**config.mk**
```make
export PLATFORM = sky130hd
export DESIGN_NAME = conv_filter_top
export DESIGN_NICKNAME = d
export VERILOG_FILES = /design/src/conv_pkg.sv /design/src/scan_counter.sv /design/src/frame_ctrl_fsm.sv /design/src/kernel_regs.sv /design/src/line_window.sv /design/src/mac_stage.sv /design/src/conv_filter_top.sv
export SDC_FILE = /design/constraint.sdc
export NUM_CORES = 1
export LEC_CHECK = 0
export ABC_CLOCK_PERIOD_IN_PS = 8700
export BUFFER_PORTS_ARGS = -buffer_cell sky130_fd_sc_hd__buf_2
export CORE_AREA = 3 3 386 235
export CTS_CLUSTER_SIZE = 8
export DETAILED_ROUTE_END_ITERATION = 10
export DIE_AREA = 0 0 389 238
export GPL_ROUTABILITY_DRIVEN = 0
export PLACE_DENSITY = 0.46
export SYNTH_ARGS = -nofsm -noshare
export SYNTH_HDL_FRONTEND = slang
export SYNTH_SLANG_ARGS = --single-unit
```
**constraint.sdc**
```tcl
create_clock -name clk -period 8.7 [get_ports clk]
set_clock_uncertainty 0.15 [all_clocks]
set_input_delay 0.435 -clock clk [delete_from_list [all_inputs] [get_ports clk]]
set_output_delay 0.435 -clock clk [all_outputs]
set_load 0.02 [all_outputs]
```
**src/conv_pkg.sv**
```systemverilog
`default_nettype none

package conv_pkg;

    // ========================================
    // Frame and kernel geometry
    // ========================================

    localparam int IMG_WIDTH  = 16;
    localparam int IMG_HEIGHT = 8;
    localparam int KERNEL_H   = 3;
    localparam int KERNEL_W   = 3;

    // Pixel and coefficient word width, fixed point split
    localparam int W      = 8;
    localparam int W_FRAC = 0;

    localparam int NUM_TAPS = KERNEL_H * KERNEL_W;
    localparam int X_BITS   = $clog2(IMG_WIDTH);
    localparam int Y_BITS   = $clog2(IMG_HEIGHT);

    // Room for NUM_TAPS full products plus sign
    localparam int ACC_W = $clog2(NUM_TAPS) + 2 * W + 1;

    // Coefficient address is row * KERNEL_W + column
    localparam int COEF_ADDR_BITS = 4;

    // ========================================
    // Data types
    // ========================================

    typedef logic signed [W-1:0] pixel_t;
    typedef logic signed [W-1:0] coef_t;

    // Row 0 / column 0 is the tap on the current pixel
    typedef coef_t  [KERNEL_H-1:0][KERNEL_W-1:0] kernel_t;
    typedef pixel_t [KERNEL_H-1:0][KERNEL_W-1:0] window_t;

    typedef struct packed {
        logic [X_BITS-1:0] x;
        logic [Y_BITS-1:0] y;
    } pos_t;

    typedef logic signed [ACC_W-1:0] acc_t;

    // Window stage handed from line_window to mac_stage
    typedef struct packed {
        logic    valid;
        logic    border;
        window_t window;
        pixel_t  pixel;
    } win_stage_t;

    typedef enum logic {
        IDLE = 1'b0,
        RUN  = 1'b1
    } fsm_state_t;

endpackage

`default_nettype wire

```
**src/scan_counter.sv**
```systemverilog
`timescale 1ns/1ps
`default_nettype none

module scan_counter (
    input  logic           clk,
    input  logic           rst_n,
    input  logic           accept,
    output conv_pkg::pos_t pos,
    output logic           border,
    output logic           last_pixel
);

    logic x_at_end;
    logic y_at_end;

    assign x_at_end = (pos.x == conv_pkg::X_BITS'(conv_pkg::IMG_WIDTH - 1));
    assign y_at_end = (pos.y == conv_pkg::Y_BITS'(conv_pkg::IMG_HEIGHT - 1));

    // Raster scan, x across the row then y down the frame
    always_ff @(posedge clk or negedge rst_n) begin
        if (!rst_n) begin
            pos <= '0;
        end else if (accept) begin
            if (x_at_end) begin
                pos.x <= '0;
                // Wrap to the top once the frame is finished
                if (y_at_end) begin
                    pos.y <= '0;
                end else begin
                    pos.y <= pos.y + 1'b1;
                end
            end else begin
                pos.x <= pos.x + 1'b1;
            end
        end
    end

    // Window not yet filled with real pixels
    assign border = (pos.x < conv_pkg::X_BITS'(conv_pkg::KERNEL_W - 1)) ||
                    (pos.y < conv_pkg::Y_BITS'(conv_pkg::KERNEL_H - 1));

    // Bottom right corner
    assign last_pixel = x_at_end && y_at_end;

endmodule

`default_nettype wire

```
**src/frame_ctrl_fsm.sv**
```systemverilog
`timescale 1ns/1ps
`default_nettype none

module frame_ctrl_fsm (
    input  logic clk,
    input  logic rst_n,
    input  logic start,
    input  logic accept,
    input  logic last_pixel,
    output logic running,
    output logic load_en,
    output logic frame_done
);

    conv_pkg::fsm_state_t state;
    conv_pkg::fsm_state_t state_next;

    logic frame_end;

    // Final pixel of the frame changes hands this cycle
    assign frame_end = accept && last_pixel;

    // ========================================
    // Next state
    // ========================================

    always_comb begin
        state_next = state;
        case (state)
            conv_pkg::IDLE: begin
                if (start) begin
                    state_next = conv_pkg::RUN;
                end
            end
            conv_pkg::RUN: begin
                // Start pulses are ignored here
                if (frame_end) begin
                    state_next = conv_pkg::IDLE;
                end
            end
            default: begin
                state_next = conv_pkg::IDLE;
            end
        endcase
    end

    always_ff @(posedge clk or negedge rst_n) begin
        if (!rst_n) begin
            state      <= conv_pkg::IDLE;
            frame_done <= 1'b0;
        end else begin
            state <= state_next;
            // Pulse lands on the same edge as the return to IDLE
            frame_done <= (state == conv_pkg::RUN) && frame_end;
        end
    end

    // Pixels only while running, kernel writes only while idle
    assign running = (state == conv_pkg::RUN);
    assign load_en = (state == conv_pkg::IDLE);

endmodule

`default_nettype wire

```
**src/kernel_regs.sv**
```systemverilog
`timescale 1ns/1ps
`default_nettype none

module kernel_regs (
    input  logic                                clk,
    input  logic                                rst_n,
    input  logic                                load_en,
    input  logic                                coef_wr,
    input  logic [conv_pkg::COEF_ADDR_BITS-1:0] coef_addr,
    input  conv_pkg::coef_t                     coef_data,
    output conv_pkg::kernel_t                   kernel
);

    logic wr_en;

    // Writes during a frame are dropped, so the kernel stays fixed
    assign wr_en = load_en && coef_wr;

    // One register per tap, address = row * KERNEL_W + col
    // Addresses past the last tap match nothing
    always_ff @(posedge clk or negedge rst_n) begin
        if (!rst_n) begin
            kernel <= '0;
        end else if (wr_en) begin
            for (int r = 0; r < conv_pkg::KERNEL_H; r++) begin
                for (int c = 0; c < conv_pkg::KERNEL_W; c++) begin
                    if (coef_addr ==
                        conv_pkg::COEF_ADDR_BITS'(r * conv_pkg::KERNEL_W + c)) begin
                        kernel[r][c] <= coef_data;
                    end
                end
            end
        end
    end

endmodule

`default_nettype wire

```
**src/line_window.sv**
```systemverilog
`timescale 1ns/1ps
`default_nettype none

module line_window (
    input  logic                 clk,
    input  logic                 rst_n,
    input  logic                 accept,
    input  logic                 advance,
    input  conv_pkg::pixel_t     x_data,
    input  conv_pkg::pos_t       pos,
    input  logic                 border,
    output conv_pkg::win_stage_t stage
);

    // ========================================
    // Line buffers
    // ========================================

    // Window row 0 comes straight from the input pixel
    // Buffer r holds the pixel r+1 rows up at each column
    conv_pkg::pixel_t line_buf [conv_pkg::KERNEL_H-1][conv_pkg::IMG_WIDTH];

    always_ff @(posedge clk) begin
        if (accept) begin
            // Rows move down one slot, newest row on top
            for (int r = conv_pkg::KERNEL_H - 2; r > 0; r--) begin
                line_buf[r][pos.x] <= line_buf[r-1][pos.x];
            end
            line_buf[0][pos.x] <= x_data;
        end
    end

    // ========================================
    // Sliding window
    // ========================================

    conv_pkg::window_t win_q;
    conv_pkg::window_t win_next;

    // Window as it looks with the current pixel taken in
    always_comb begin
        win_next = win_q;
        for (int r = 0; r < conv_pkg::KERNEL_H; r++) begin
            // Older columns step one place left
            for (int c = conv_pkg::KERNEL_W - 1; c > 0; c--) begin
                win_next[r][c] = win_q[r][c-1];
            end
        end
        // New column: current pixel over the buffered rows above it
        win_next[0][0] = x_data;
        for (int r = 1; r < conv_pkg::KERNEL_H; r++) begin
            win_next[r][0] = line_buf[r-1][pos.x];
        end
    end

    always_ff @(posedge clk) begin
        if (accept) begin
            win_q <= win_next;
        end
    end

    // ========================================
    // Stage register
    // ========================================

    logic              valid_q;
    logic              border_q;
    conv_pkg::window_t stage_win_q;
    conv_pkg::pixel_t  pixel_q;

    // Empty slot when the pipeline moves without a new pixel
    always_ff @(posedge clk or negedge rst_n) begin
        if (!rst_n) begin
            valid_q <= 1'b0;
        end else if (advance) begin
            valid_q <= accept;
        end
    end

    always_ff @(posedge clk) begin
        if (advance) begin
            border_q    <= border;
            stage_win_q <= win_next;
            pixel_q     <= x_data;
        end
    end

    assign stage = '{valid: valid_q, border: border_q, window: stage_win_q, pixel: pixel_q};

endmodule

`default_nettype wire

```
**src/mac_stage.sv**
```systemverilog
`timescale 1ns/1ps
`default_nettype none

module mac_stage (
    input  logic                 clk,
    input  logic                 rst_n,
    input  logic                 advance,
    input  conv_pkg::win_stage_t stage,
    input  conv_pkg::kernel_t    kernel,
    output logic                 y_valid,
    output conv_pkg::pixel_t     y_data
);

    // ========================================
    // Products
    // ========================================

    logic signed [2*conv_pkg::W-1:0] prod [conv_pkg::KERNEL_H][conv_pkg::KERNEL_W];

    // Full width signed product per tap
    always_comb begin
        for (int r = 0; r < conv_pkg::KERNEL_H; r++) begin
            for (int c = 0; c < conv_pkg::KERNEL_W; c++) begin
                prod[r][c] = signed'(stage.window[r][c]) * signed'(kernel[r][c]);
            end
        end
    end

    // ========================================
    // Accumulate and truncate
    // ========================================

    conv_pkg::acc_t   acc;
    conv_pkg::pixel_t conv_result;

    always_comb begin
        acc = '0;
        for (int r = 0; r < conv_pkg::KERNEL_H; r++) begin
            for (int c = 0; c < conv_pkg::KERNEL_W; c++) begin
                // Sign extended into the accumulator
                acc = acc + conv_pkg::acc_t'(prod[r][c]);
            end
        end
    end

    // Drop fractional bits, upper bits wrap away
    assign conv_result = conv_pkg::pixel_t'(acc[conv_pkg::W+conv_pkg::W_FRAC-1:conv_pkg::W_FRAC]);

    // ========================================
    // Output register
    // ========================================

    // Holds while the consumer stalls us
    always_ff @(posedge clk or negedge rst_n) begin
        if (!rst_n) begin
            y_valid <= 1'b0;
        end else if (advance) begin
            y_valid <= stage.valid;
        end
    end

    // Border pixels go out unchanged
    always_ff @(posedge clk) begin
        if (advance) begin
            if (stage.border) begin
                y_data <= stage.pixel;
            end else begin
                y_data <= conv_result;
            end
        end
    end

endmodule

`default_nettype wire

```
**src/conv_filter_top.sv**
```systemverilog
`timescale 1ns/1ps
`default_nettype none

module conv_filter_top (
    input  logic                                clk,
    input  logic                                rst_n,
    // Kernel load, honoured in IDLE only
    input  logic                                coef_wr,
    input  logic [conv_pkg::COEF_ADDR_BITS-1:0] coef_addr,
    input  conv_pkg::coef_t                     coef_data,
    input  logic                                start,
    // Pixel in
    input  logic                                x_valid,
    output logic                                x_ready,
    input  conv_pkg::pixel_t                    x_data,
    // Pixel out
    output logic                                y_valid,
    input  logic                                y_ready,
    output conv_pkg::pixel_t                    y_data,
    output logic                                frame_done
);

    logic                 advance;
    logic                 accept;
    logic                 running;
    logic                 load_en;
    logic                 border;
    logic                 last_pixel;
    conv_pkg::pos_t       pos;
    conv_pkg::kernel_t    kernel;
    conv_pkg::win_stage_t stage;

    // Whole pipeline moves together, or not at all
    assign advance = y_ready || !y_valid;
    assign x_ready = advance && running;
    assign accept  = x_valid && x_ready;

    scan_counter u_scan (
        .clk        (clk),
        .rst_n      (rst_n),
        .accept     (accept),
        .pos        (pos),
        .border     (border),
        .last_pixel (last_pixel)
    );

    frame_ctrl_fsm u_ctrl (
        .clk        (clk),
        .rst_n      (rst_n),
        .start      (start),
        .accept     (accept),
        .last_pixel (last_pixel),
        .running    (running),
        .load_en    (load_en),
        .frame_done (frame_done)
    );

    kernel_regs u_kernel (
        .clk       (clk),
        .rst_n     (rst_n),
        .load_en   (load_en),
        .coef_wr   (coef_wr),
        .coef_addr (coef_addr),
        .coef_data (coef_data),
        .kernel    (kernel)
    );

    line_window u_window (
        .clk     (clk),
        .rst_n   (rst_n),
        .accept  (accept),
        .advance (advance),
        .x_data  (x_data),
        .pos     (pos),
        .border  (border),
        .stage   (stage)
    );

    mac_stage u_mac (
        .clk     (clk),
        .rst_n   (rst_n),
        .advance (advance),
        .stage   (stage),
        .kernel  (kernel),
        .y_valid (y_valid),
        .y_data  (y_data)
    );

endmodule

`default_nettype wire

```
### After elaboration in Yosys (flattened, before gate mapping)

Memories as Yosys holds them, arrays and structs flattened.
Cells that the tools add are included.

| storage, ports and cells | value |
|---|---|
| register bits | 212 |
| bits in writable memories | 256 |
| input bits | 26 |
| logic and storage cells | 105 |
| memories kept | 1 |

| operators by class | value |
|---|---|
| add/subtract/negate cells | 10 |
| multiply operators | 9 |
| order comparisons | 4 |
| equal/unequal tests | 10 |
| muxes and demuxes | 16 |
| bitwise logic cells | 2 |
| reductions and logical operators | 21 |

Memory list:

| memory | depth | width | read ports | clocked after memory_dff | wr ports | line | source |
|---|---|---|---|---|---|---|---|
| u_window.line_buf | 2 | 128 | 2 | 0 | 2 | line_window.sv:21 | `conv_pkg::pixel_t line_buf [conv_pkg::KERNEL_H-1][conv_pkg::IMG_WIDTH];` |

Operators with widths:

| kind | count |
|---|---|
| $mux 128 | 1 |
| $mul 8x8->8 | 9 |
| $add 8x8->8 | 8 |
| $bmux 8 s4 | 2 |
| $mux 8 | 6 |
| $demux 8 s4 | 1 |
| $reduce_and 2->1 | 10 |
| $eq 4x3->1 const B | 4 |
| $eq 4x2->1 const B | 2 |
| $eq 4x4->1 const B | 2 |
| $logic_and 1x1->1 | 7 |
| $ge 5x5->1 const B | 1 |
| $lt 5x1->1 const B | 1 |
| $not 4->5 | 1 |
| $add 4x1->4 const B | 1 |
| $eq 4x1->1 const B | 1 |
| $logic_not 4->1 | 1 |
| $lt 4x2->1 const B | 1 |
| $mux 4 | 1 |
| $add 3x1->3 const B | 1 |
| $eq 3x3->1 const B | 1 |
| $lt 3x2->1 const B | 1 |
| $mux 1 | 3 |
| $mux 3 | 1 |
| other kinds (4) | 5 |

### Longest topological paths before layout

Gate-level depths: netlist (run 1).

| logic depth | value |
|---|---|
| depth in word-level cells | 10 |
| mapped depth | 29 |

### Cells and area by module

A second synthesis (run 1) with hierarchy kept.

| unflattened totals | value |
|---|---|
| cell total of the unflattened synthesis | 1818 |
| area, all modules | 26385.3 µm² |

Modules (own cells, without submodules):

| module | instances | cells an instance | area each (µm²) | sequential area each (µm²) |
|---|---|---|---|---|
| line_window | 1 | 551 | 13516.7 | 11345.9 |
| mac_stage | 1 | 1072 | 9678.0 | 265.3 |
| kernel_regs | 1 | 160 | 2735.1 | 1801.7 |
| scan_counter | 1 | 26 | 354.1 | 175.2 |
| frame_ctrl_fsm | 1 | 6 | 75.1 | 50.0 |
| conv_filter_top | 1 | 3 | 26.3 | 0.0 |

### Worst setup path after synthesis (run 1)

Ideal clock, no wire load.

| timing path | value |
|---|---|
| path type | flip-flop to flip-flop |
| start | reg, netlist name u_kernel.kernel[41] |
| end | reg u_mac.y_data[7], data pin |
| data arrival time | 7.585 ns |
| path slack | 0.705 ns |
| stages on the path, launching flop included | 26 |
| buffers on the path | 0 |
| period minus slack after synthesis | 7.995 ns |
| path through | dfrtp_1 > and2_1 > fa_1 > inv_1 > fa_1 > fa_1 > inv_1 > fa_1 > inv_1 > fa_1 > fa_1 > inv_1 > fa_1 > fa_1 > fa_1 > inv_1 > fa_1 > inv_1 > ha_1 > a21o_1 > a21oi_1 > xnor2_1 > xnor2_2 > xnor3_1 > xnor3_1 > mux2_2 |

| on the way | value |
|---|---|
| longest elaborated chain between the ends | 6 |

RTL lines:

| item | line | source |
|---|---|---|
| $mul 8x8->8 | mac_stage.sv:24 | `prod[r][c] = signed'(stage.window[r][c]) * signed'(kernel[r][c]);` |
| $add 8x8->8 (4 in a row) | mac_stage.sv:41 | `acc = acc + conv_pkg::acc_t'(prod[r][c]);` |
| $mux 8 | mac_stage.sv:65 | `if (stage.border) begin` |
| to (signal assigned) | mac_stage.sv:66 | `y_data <= stage.pixel;` |
| to (signal assigned) | mac_stage.sv:68 | `y_data <= conv_result;` |
| to (decl) | mac_stage.sv:11 | `output conv_pkg::pixel_t y_data` |

Every way passes these cells.
A chain may end at the register's enable or synchronous reset.

### Final worst setup path (run 1)

| timing path | value |
|---|---|
| start | reg u_window.stage_win_q (netlist bit u_window.stage[35]) |
| end | reg u_mac.y_data[7], data pin |

| on the way | value |
|---|---|
| longest elaborated chain between the ends | 8 |

RTL lines:

| item | line | source |
|---|---|---|
| from (decl) | line_window.sv:68 | `conv_pkg::window_t stage_win_q;` |
| from (signal assigned) | line_window.sv:83 | `stage_win_q <= win_next;` |
| $mul 8x8->8 | mac_stage.sv:24 |  |
| $add 8x8->8 (6 in a row) | mac_stage.sv:41 |  |
| $mux 8 | mac_stage.sv:65 |  |

Every way passes these cells.

==> impl_results.md, run 1 <==
* Outcome: finished, final reports clean
* Post-Synthesis Cells at 1781
* Initial Utilization at 29.9%
* Initial antenna violation count at 4
* LEAKAGE at 12.0 nW
* Crit. End Element: flip-flop
* Req. time, crit path at 8930 ps
* DR iter-0 viols at 1288
* Grt ovf at 0
* Setup WS post-layout at 285 ps
* Synthesis-to-finish area growth at 15.7%
* Cell area after synthesis at 0.0262 mm^2
* Vias after detailed routing at 14445
* RSZ-0062 raised after global routing: no
* CTS Sinks at 468
* Worst-path clk slew at 60 ps
* DRT Pass-1 Iters at 5
* Vias in the first global route at 15180
* Final setup viols at 0
* Drt via density at 4.63
* Crit-path max FO at 5
* Final period util at 96.7%
* Place WS at 193 ps
* Worst skew pair latency at 650 ps
* Yosys reg bits at 468
* Setup CP Type: flip-flop to flip-flop
* Worst hold path type: primary input to flip-flop
* WL final at 79900 um
* CTS tree: done
* Maximum VDD drop at 169 uV
* Post-DP HPWL at 59200 um
* Final core occ at 34.6%
* Final TNS setup at 0 ps
* Ports at 37
* Syn Area/Cell at 14.7 um^2
* Warnings from Yosys at 0
* TritonCTS Buffers at 69
* Number of I/O port buffers at 36
* Cell row count at 84
* Synth Net Count at 2137
* Worst rel slew slack at 29.6%
* Clock period minus worst slack at 8420 ps
* Clock tree buffer depth at 3
* DR DRC count at 0
* Peak Freq at 119 MHz
* Seq/Total Area, Yosys at 52.1%
* Die Width at 389 um
* Root Driver: clkbuf_16
* Total of max-cap violations at 0
* PwrDens at 243 mW/mm^2
* Final hold vios at 0
* Post-route ant nets at 0
* Worst Tran Pin Value at 1060 ps
* Fin nets at 2284
* Core ar. at 0.0874 mm^2
* Total GRT Usage at 17.7%
* Die span in y at 238 um
* Die area at 0.0926 mm^2
* Yosys cell types at 30
* H-tree Lvls at 3
* Global-route wire length before repair at 115000 um
* Wire per inst at 25.6 um
* Critical Path AT at 8650 ps
* Type of origin of the critical path: flip-flop
* Pins Over Slew Limit at 0
* Share of layout cells above drive strength 1 at 17.7%
* Largest net degree at the start of global routing at 67
## report_power, final
group | switching [mW] | internal, mW
combinational | 0.993 | 0.649
sequential | 0.217 | 2.94
clock | 1.04 | 1.53
## cells by family after synthesis
group / Yosys count / share of synthesized area, %
muxes: 159 / 10.3
buffers and inverters: 279 / 4.01
adders and majority gates: 330 / 20.7
DFF: 468 / 52.1
AOI/OAI and AO/OA: 14 / 0.311
and+or+nand+nor: 379 / 7.37
xor gates and xnor gates: 152 / 5.27
## cell usage after synthesis (all sizes together)
cell | n | share of area (%)
a21oi | 3 | 0.057
buf | 7 | 0.11
o32ai | 1 | 0.033
nor3b | 2 | 0.057
dfrtp | 83 | 7.9
nand2b | 8 | 0.19
xnor2 | 124 | 4.2
and3 | 4 | 0.096
xnor3 | 3 | 0.26
mux4 | 80 | 6.9
fa | 170 | 13
nor2 | 5 | 0.072
ha | 160 | 7.6
clkbuf | 18 | 0.26
nor2b | 5 | 0.13
o21ai | 7 | 0.13
inv | 254 | 3.6
nand3 | 4 | 0.076
and2 | 178 | 4.3
edfxtp | 385 | 44
nand2 | 170 | 2.4
mux2i | 1 | 0.038
a21o | 3 | 0.086
nor3 | 3 | 0.057
mux2 | 78 | 3.4
xor2 | 25 | 0.84
## registers in the layout, indices dropped and copies added, names as in the netlist
| signal | count |
|---|---|
| u_window.border_q | 1 |
| u_window.line_buf | 256 |
| u_window.stage | 72 |
| u_window.win_next | 48 |
| u_kernel.kernel | 72 |
| u_ctrl.frame_done | 1 |
| u_mac.y_valid | 1 |
| u_window.valid_q | 1 |
| u_mac.y_data | 8 |
| u_ctrl.running | 1 |
| u_scan.pos | 7 |
## critical path, cell delays in order (launching register included)
cell,delay [ps]
edfxtp_1,460
and2_1,210
fa_1,460
fa_1,540
inv_1,50
fa_1,520
inv_1,50
fa_1,470
fa_2,610
fa_1,490
fa_1,530
fa_1,430
fa_1,490
inv_1,60
fa_1,470
inv_1,40
ha_1,310
a21o_1,170
a21oi_1,150
buf_4,170
xnor2_2,130
xnor2_2,130
xnor3_1,410
xnor3_1,360
mux2_2,270
## cell usage in the layout (no fill, tap or decap), drive strengths merged, types with 7 or more instances in the layout
| cell type | n |
|---|---|
| and2 | 178 |
| buf | 99 |
| clkbuf | 89 |
| dfrtp | 83 |
| edfxtp | 385 |
| fa | 170 |
| ha | 160 |
| inv | 256 |
| mux2 | 78 |
| mux4 | 80 |
| nand2 | 170 |
| nand2b | 8 |
| o21ai | 7 |
| xnor2 | 124 |
| xor2 | 25 |
## per-layer routing
metal,up-vias,global-route usage (%),wire length [um]
li1,6330,-,-
met1,7560,28.4,41400
met2,492,21.5,28800
met3,63,7.59,8800
met4,0,3.16,1000
met5,-,0,0
## path summary, 6_finish.rpt
kind / slack (ps) / cells after the start / start / end
max reg2reg: 280 / 24 / u_window.stage[35] / u_mac.y_data[7]
max in group asynchronous: 6850 / 3 / rst_n / u_scan.pos[3]
min in group asynchronous: 190 / 2 / rst_n / u_kernel.kernel[16]
min reg2reg: 270 / 0 / u_window.win_next[70] / u_window.stage[78]
max: 280 / 24 / u_window.stage[35] / u_mac.y_data[7]
min: 60 / 2 / coef_data[7] / u_kernel.kernel[39]
## metrics by stage
stage / power (mW) / hold WS (ps) / cells / cell area (um^2)
after floorplan: 4.11 / -10.6 / 1781 / 26200
after global placement: 4.84 / 252 / 3015 / 28200
after detailed placement: 4.86 / 255 / 3015 / 28200
after CTS: 7.47 / 42.0 / 3115 / 30300
after global routing: 7.73 / 63.6 / 3116 / 30300
final: 7.37 / 64.1 / 3118 / 30300
## timing repair
| item | 4_1_cts | 5_1_grt |
|---|---|---|
| hold buffers | 2 | 0 |
| setup buffers | 0 | 1 |
| hold endpoints to repair | 37 | 0 |
| resized for setup | 0 | 5 |
| setup endpoints to repair | 0 | 1 |
## area by class of cell
type	instances	area, um^2
clock buffer	89	1810
multi-input combinational	1034	11500
timing repair buffer	101	676
tap	1161	1450
fill	8556	57200
antenna	2	5.00
inverter	254	953
sequential	468	13600
clock inverter	9	236
No activity file was read; power rests on OpenSTA's default activity.
==> run 2: changes to the inputs <==
CORE_AREA = 3 3 286 175   (was 3 3 386 235)
DIE_AREA = 0 0 289 178   (was 0 0 389 238)
PLACE_DENSITY = 0.73   (was 0.46)
==> run 2 against run 1 <==
Compared with the run above:
- critical path type unchanged
- count of clock-buffer cells in the layout grew 11
- sequential power is essentially flat
- critical endpoint unchanged
- highest routed layer is now met5
- critical path depth grew 1
- utilization grew 27 points
- first-iteration DRC count grew 30%
==> impl_results.md, run 2 (same netlist as run 1, synthesis figures left out) <==
* Pins Over Slew Limit at 0
* Ports at 37
* Core ar. at 0.0476 mm^2
* Number of I/O port buffers at 36
* Synthesis-to-finish area growth at 12.2%
* Inst Count DP at 2465
* Type of origin of the critical path: flip-flop
* Postcts setup bufs at 0
* Leading cell type in the layout, fill and taps excluded: edfxtp_1
* Grt ovf at 0
* Fin nets at 2254
* Clock tree buffer depth at 3
* Total of max-cap violations at 0
* Die span in y at 178 um
* Final setup viols at 0
* Final Non-Filler Cells at 2578
* Req. time, crit path at 8880 ps
* Cell row count at 62
* Initial Utilization at 54.9%
* Max reg flops at 256
* Setup WS post-layout at 254 ps
* Wire per inst at 27.0 um
* TritonCTS Buffers at 68
* Place WS at 275 ps
* WL final at 69600 um
* Worst Tran Pin Value at 1230 ps
* Maximum VDD drop at 164 uV
* CTS tree: done
* Vias after detailed routing at 14835
* DRT Pass-1 Iters at 6
* Global-route wire length before repair at 103000 um
* Total power at 7.24 mW
* Die area at 0.0514 mm^2
* Crit-path max FO at 5
* PwrDens at 247 mW/mm^2
* RSZ-0062 raised after global routing: no
* Final period util at 97.1%
* Post-route ant nets at 0
* Commonest non-fill, non-tap cells in the layout: edfxtp_1, inv_1, and2_1
* Critical Path AT at 8620 ps
* CTS Sinks at 468
* Clock period minus worst slack at 8450 ps
* Root Driver: clkbuf_16
* Drt via density at 5.75
* DR DRC count at 0
* Final hold vios at 0
* Largest net degree at the start of global routing at 59
* Peak Freq at 118 MHz
* Most flops, register: u_window.line_buf
* Worst-path clk slew at 60 ps
* Initial antenna violation count at 3
* DR iter-0 viols at 1675
* Total GRT Usage at 28.4%
* Post-DP HPWL at 49700 um
* LEAKAGE at 11.9 nW
* H-tree Lvls at 3
* Worst skew pair latency at 600 ps
* Worst hold path type: primary input to flip-flop
* Worst rel slew slack at 17.7%
* Crit. End Element: flip-flop
* Final TNS setup at 0 ps
* Outcome: finished, final reports clean
* Share of layout cells above drive strength 1 at 16.0%
* Setup CP Type: flip-flop to flip-flop
* Vias in the first global route at 15498
* Die Width at 289 um
==> run 2: per-layer routing <==
layer,vias to the layer above,part of all wire (%),GRT usage (%)
met3,76,15,13.2
met2,831,40,37.5
met5,-,0.12,0.962
met1,7642,43,43.0
li1,6280,-,-
met4,6,1.5,5.24
==> run 2: final cells by class <==
cell class	count	area, um^2
diodes	1	2.50
clock buffers	100	1820
clock inverters	9	198
fillers	3529	18300
inverters	254	953
multi-input cells	1034	11500
flip-flops and latches	468	13600
well taps	640	801
repair buffers	72	460
==> run 2: path summary, 6_finish.rpt <==
check,start,endpoint,slack [ps],cells after the start
setup reg to reg,u_window.stage[43],u_mac.y_data[7],250,25
hold reg to reg,u_window.win_next[21],u_window.stage[29],270,0
hold / removal,x_data[0],u_window.win_next[8],100,1
max in group asynchronous,rst_n,u_scan.pos[3],6980,3
min in group asynchronous,rst_n,u_kernel.kernel[38],240,2
setup / recovery,u_window.stage[43],u_mac.y_data[7],250,25
==> run 2: per-stage QoR <==
stage                     util [%]  instance area [um^2]  hold WS [ps]
after floorplan                  -                 26200         -10.6
final                         61.7                 29400          99.9
after global routing          61.7                 29400          92.3
after CTS                     61.7                 29400          83.1
after global placement        57.4                 27300           251
after detailed placement      57.4                 27300           255
==> run 2: critical path, stage by stage, from the launching register on <==
cell and delay, ps:
edfxtp_1 450, and2_1 220, fa_1 540, inv_1 50, fa_1 470, inv_1 50
fa_1 480, inv_1 60, fa_1 510, fa_1 520, inv_1 50, fa_1 570
fa_1 440, fa_1 460, fa_1 500, inv_1 50, fa_1 470, inv_1 40
ha_1 310, a21o_1 160, a21oi_1 290, xnor2_1 220, xnor2_2 140, xnor3_1 390
xnor3_1 350, mux2_2 270
==> run 2: timing repair <==
item                                   CTS  global route
setup endpoints to repair                0             1
hold buffers                             3             0
gates resized for setup                  0             1
endpoints found under the hold margin   38             0
==> run 2: where the power goes <==
| part | total (mW) | leakage (nW) | switching (mW) | internal [mW] |
|---|---|---|---|---|
| combinational | 1.58 | 6.20 | 0.953 | 0.625 |
| clock | 2.48 | 0.956 | 1.02 | 1.47 |
| sequential | 3.18 | 4.71 | 0.241 | 2.94 |
| total | 7.24 | 11.9 | 2.21 | 5.03 |
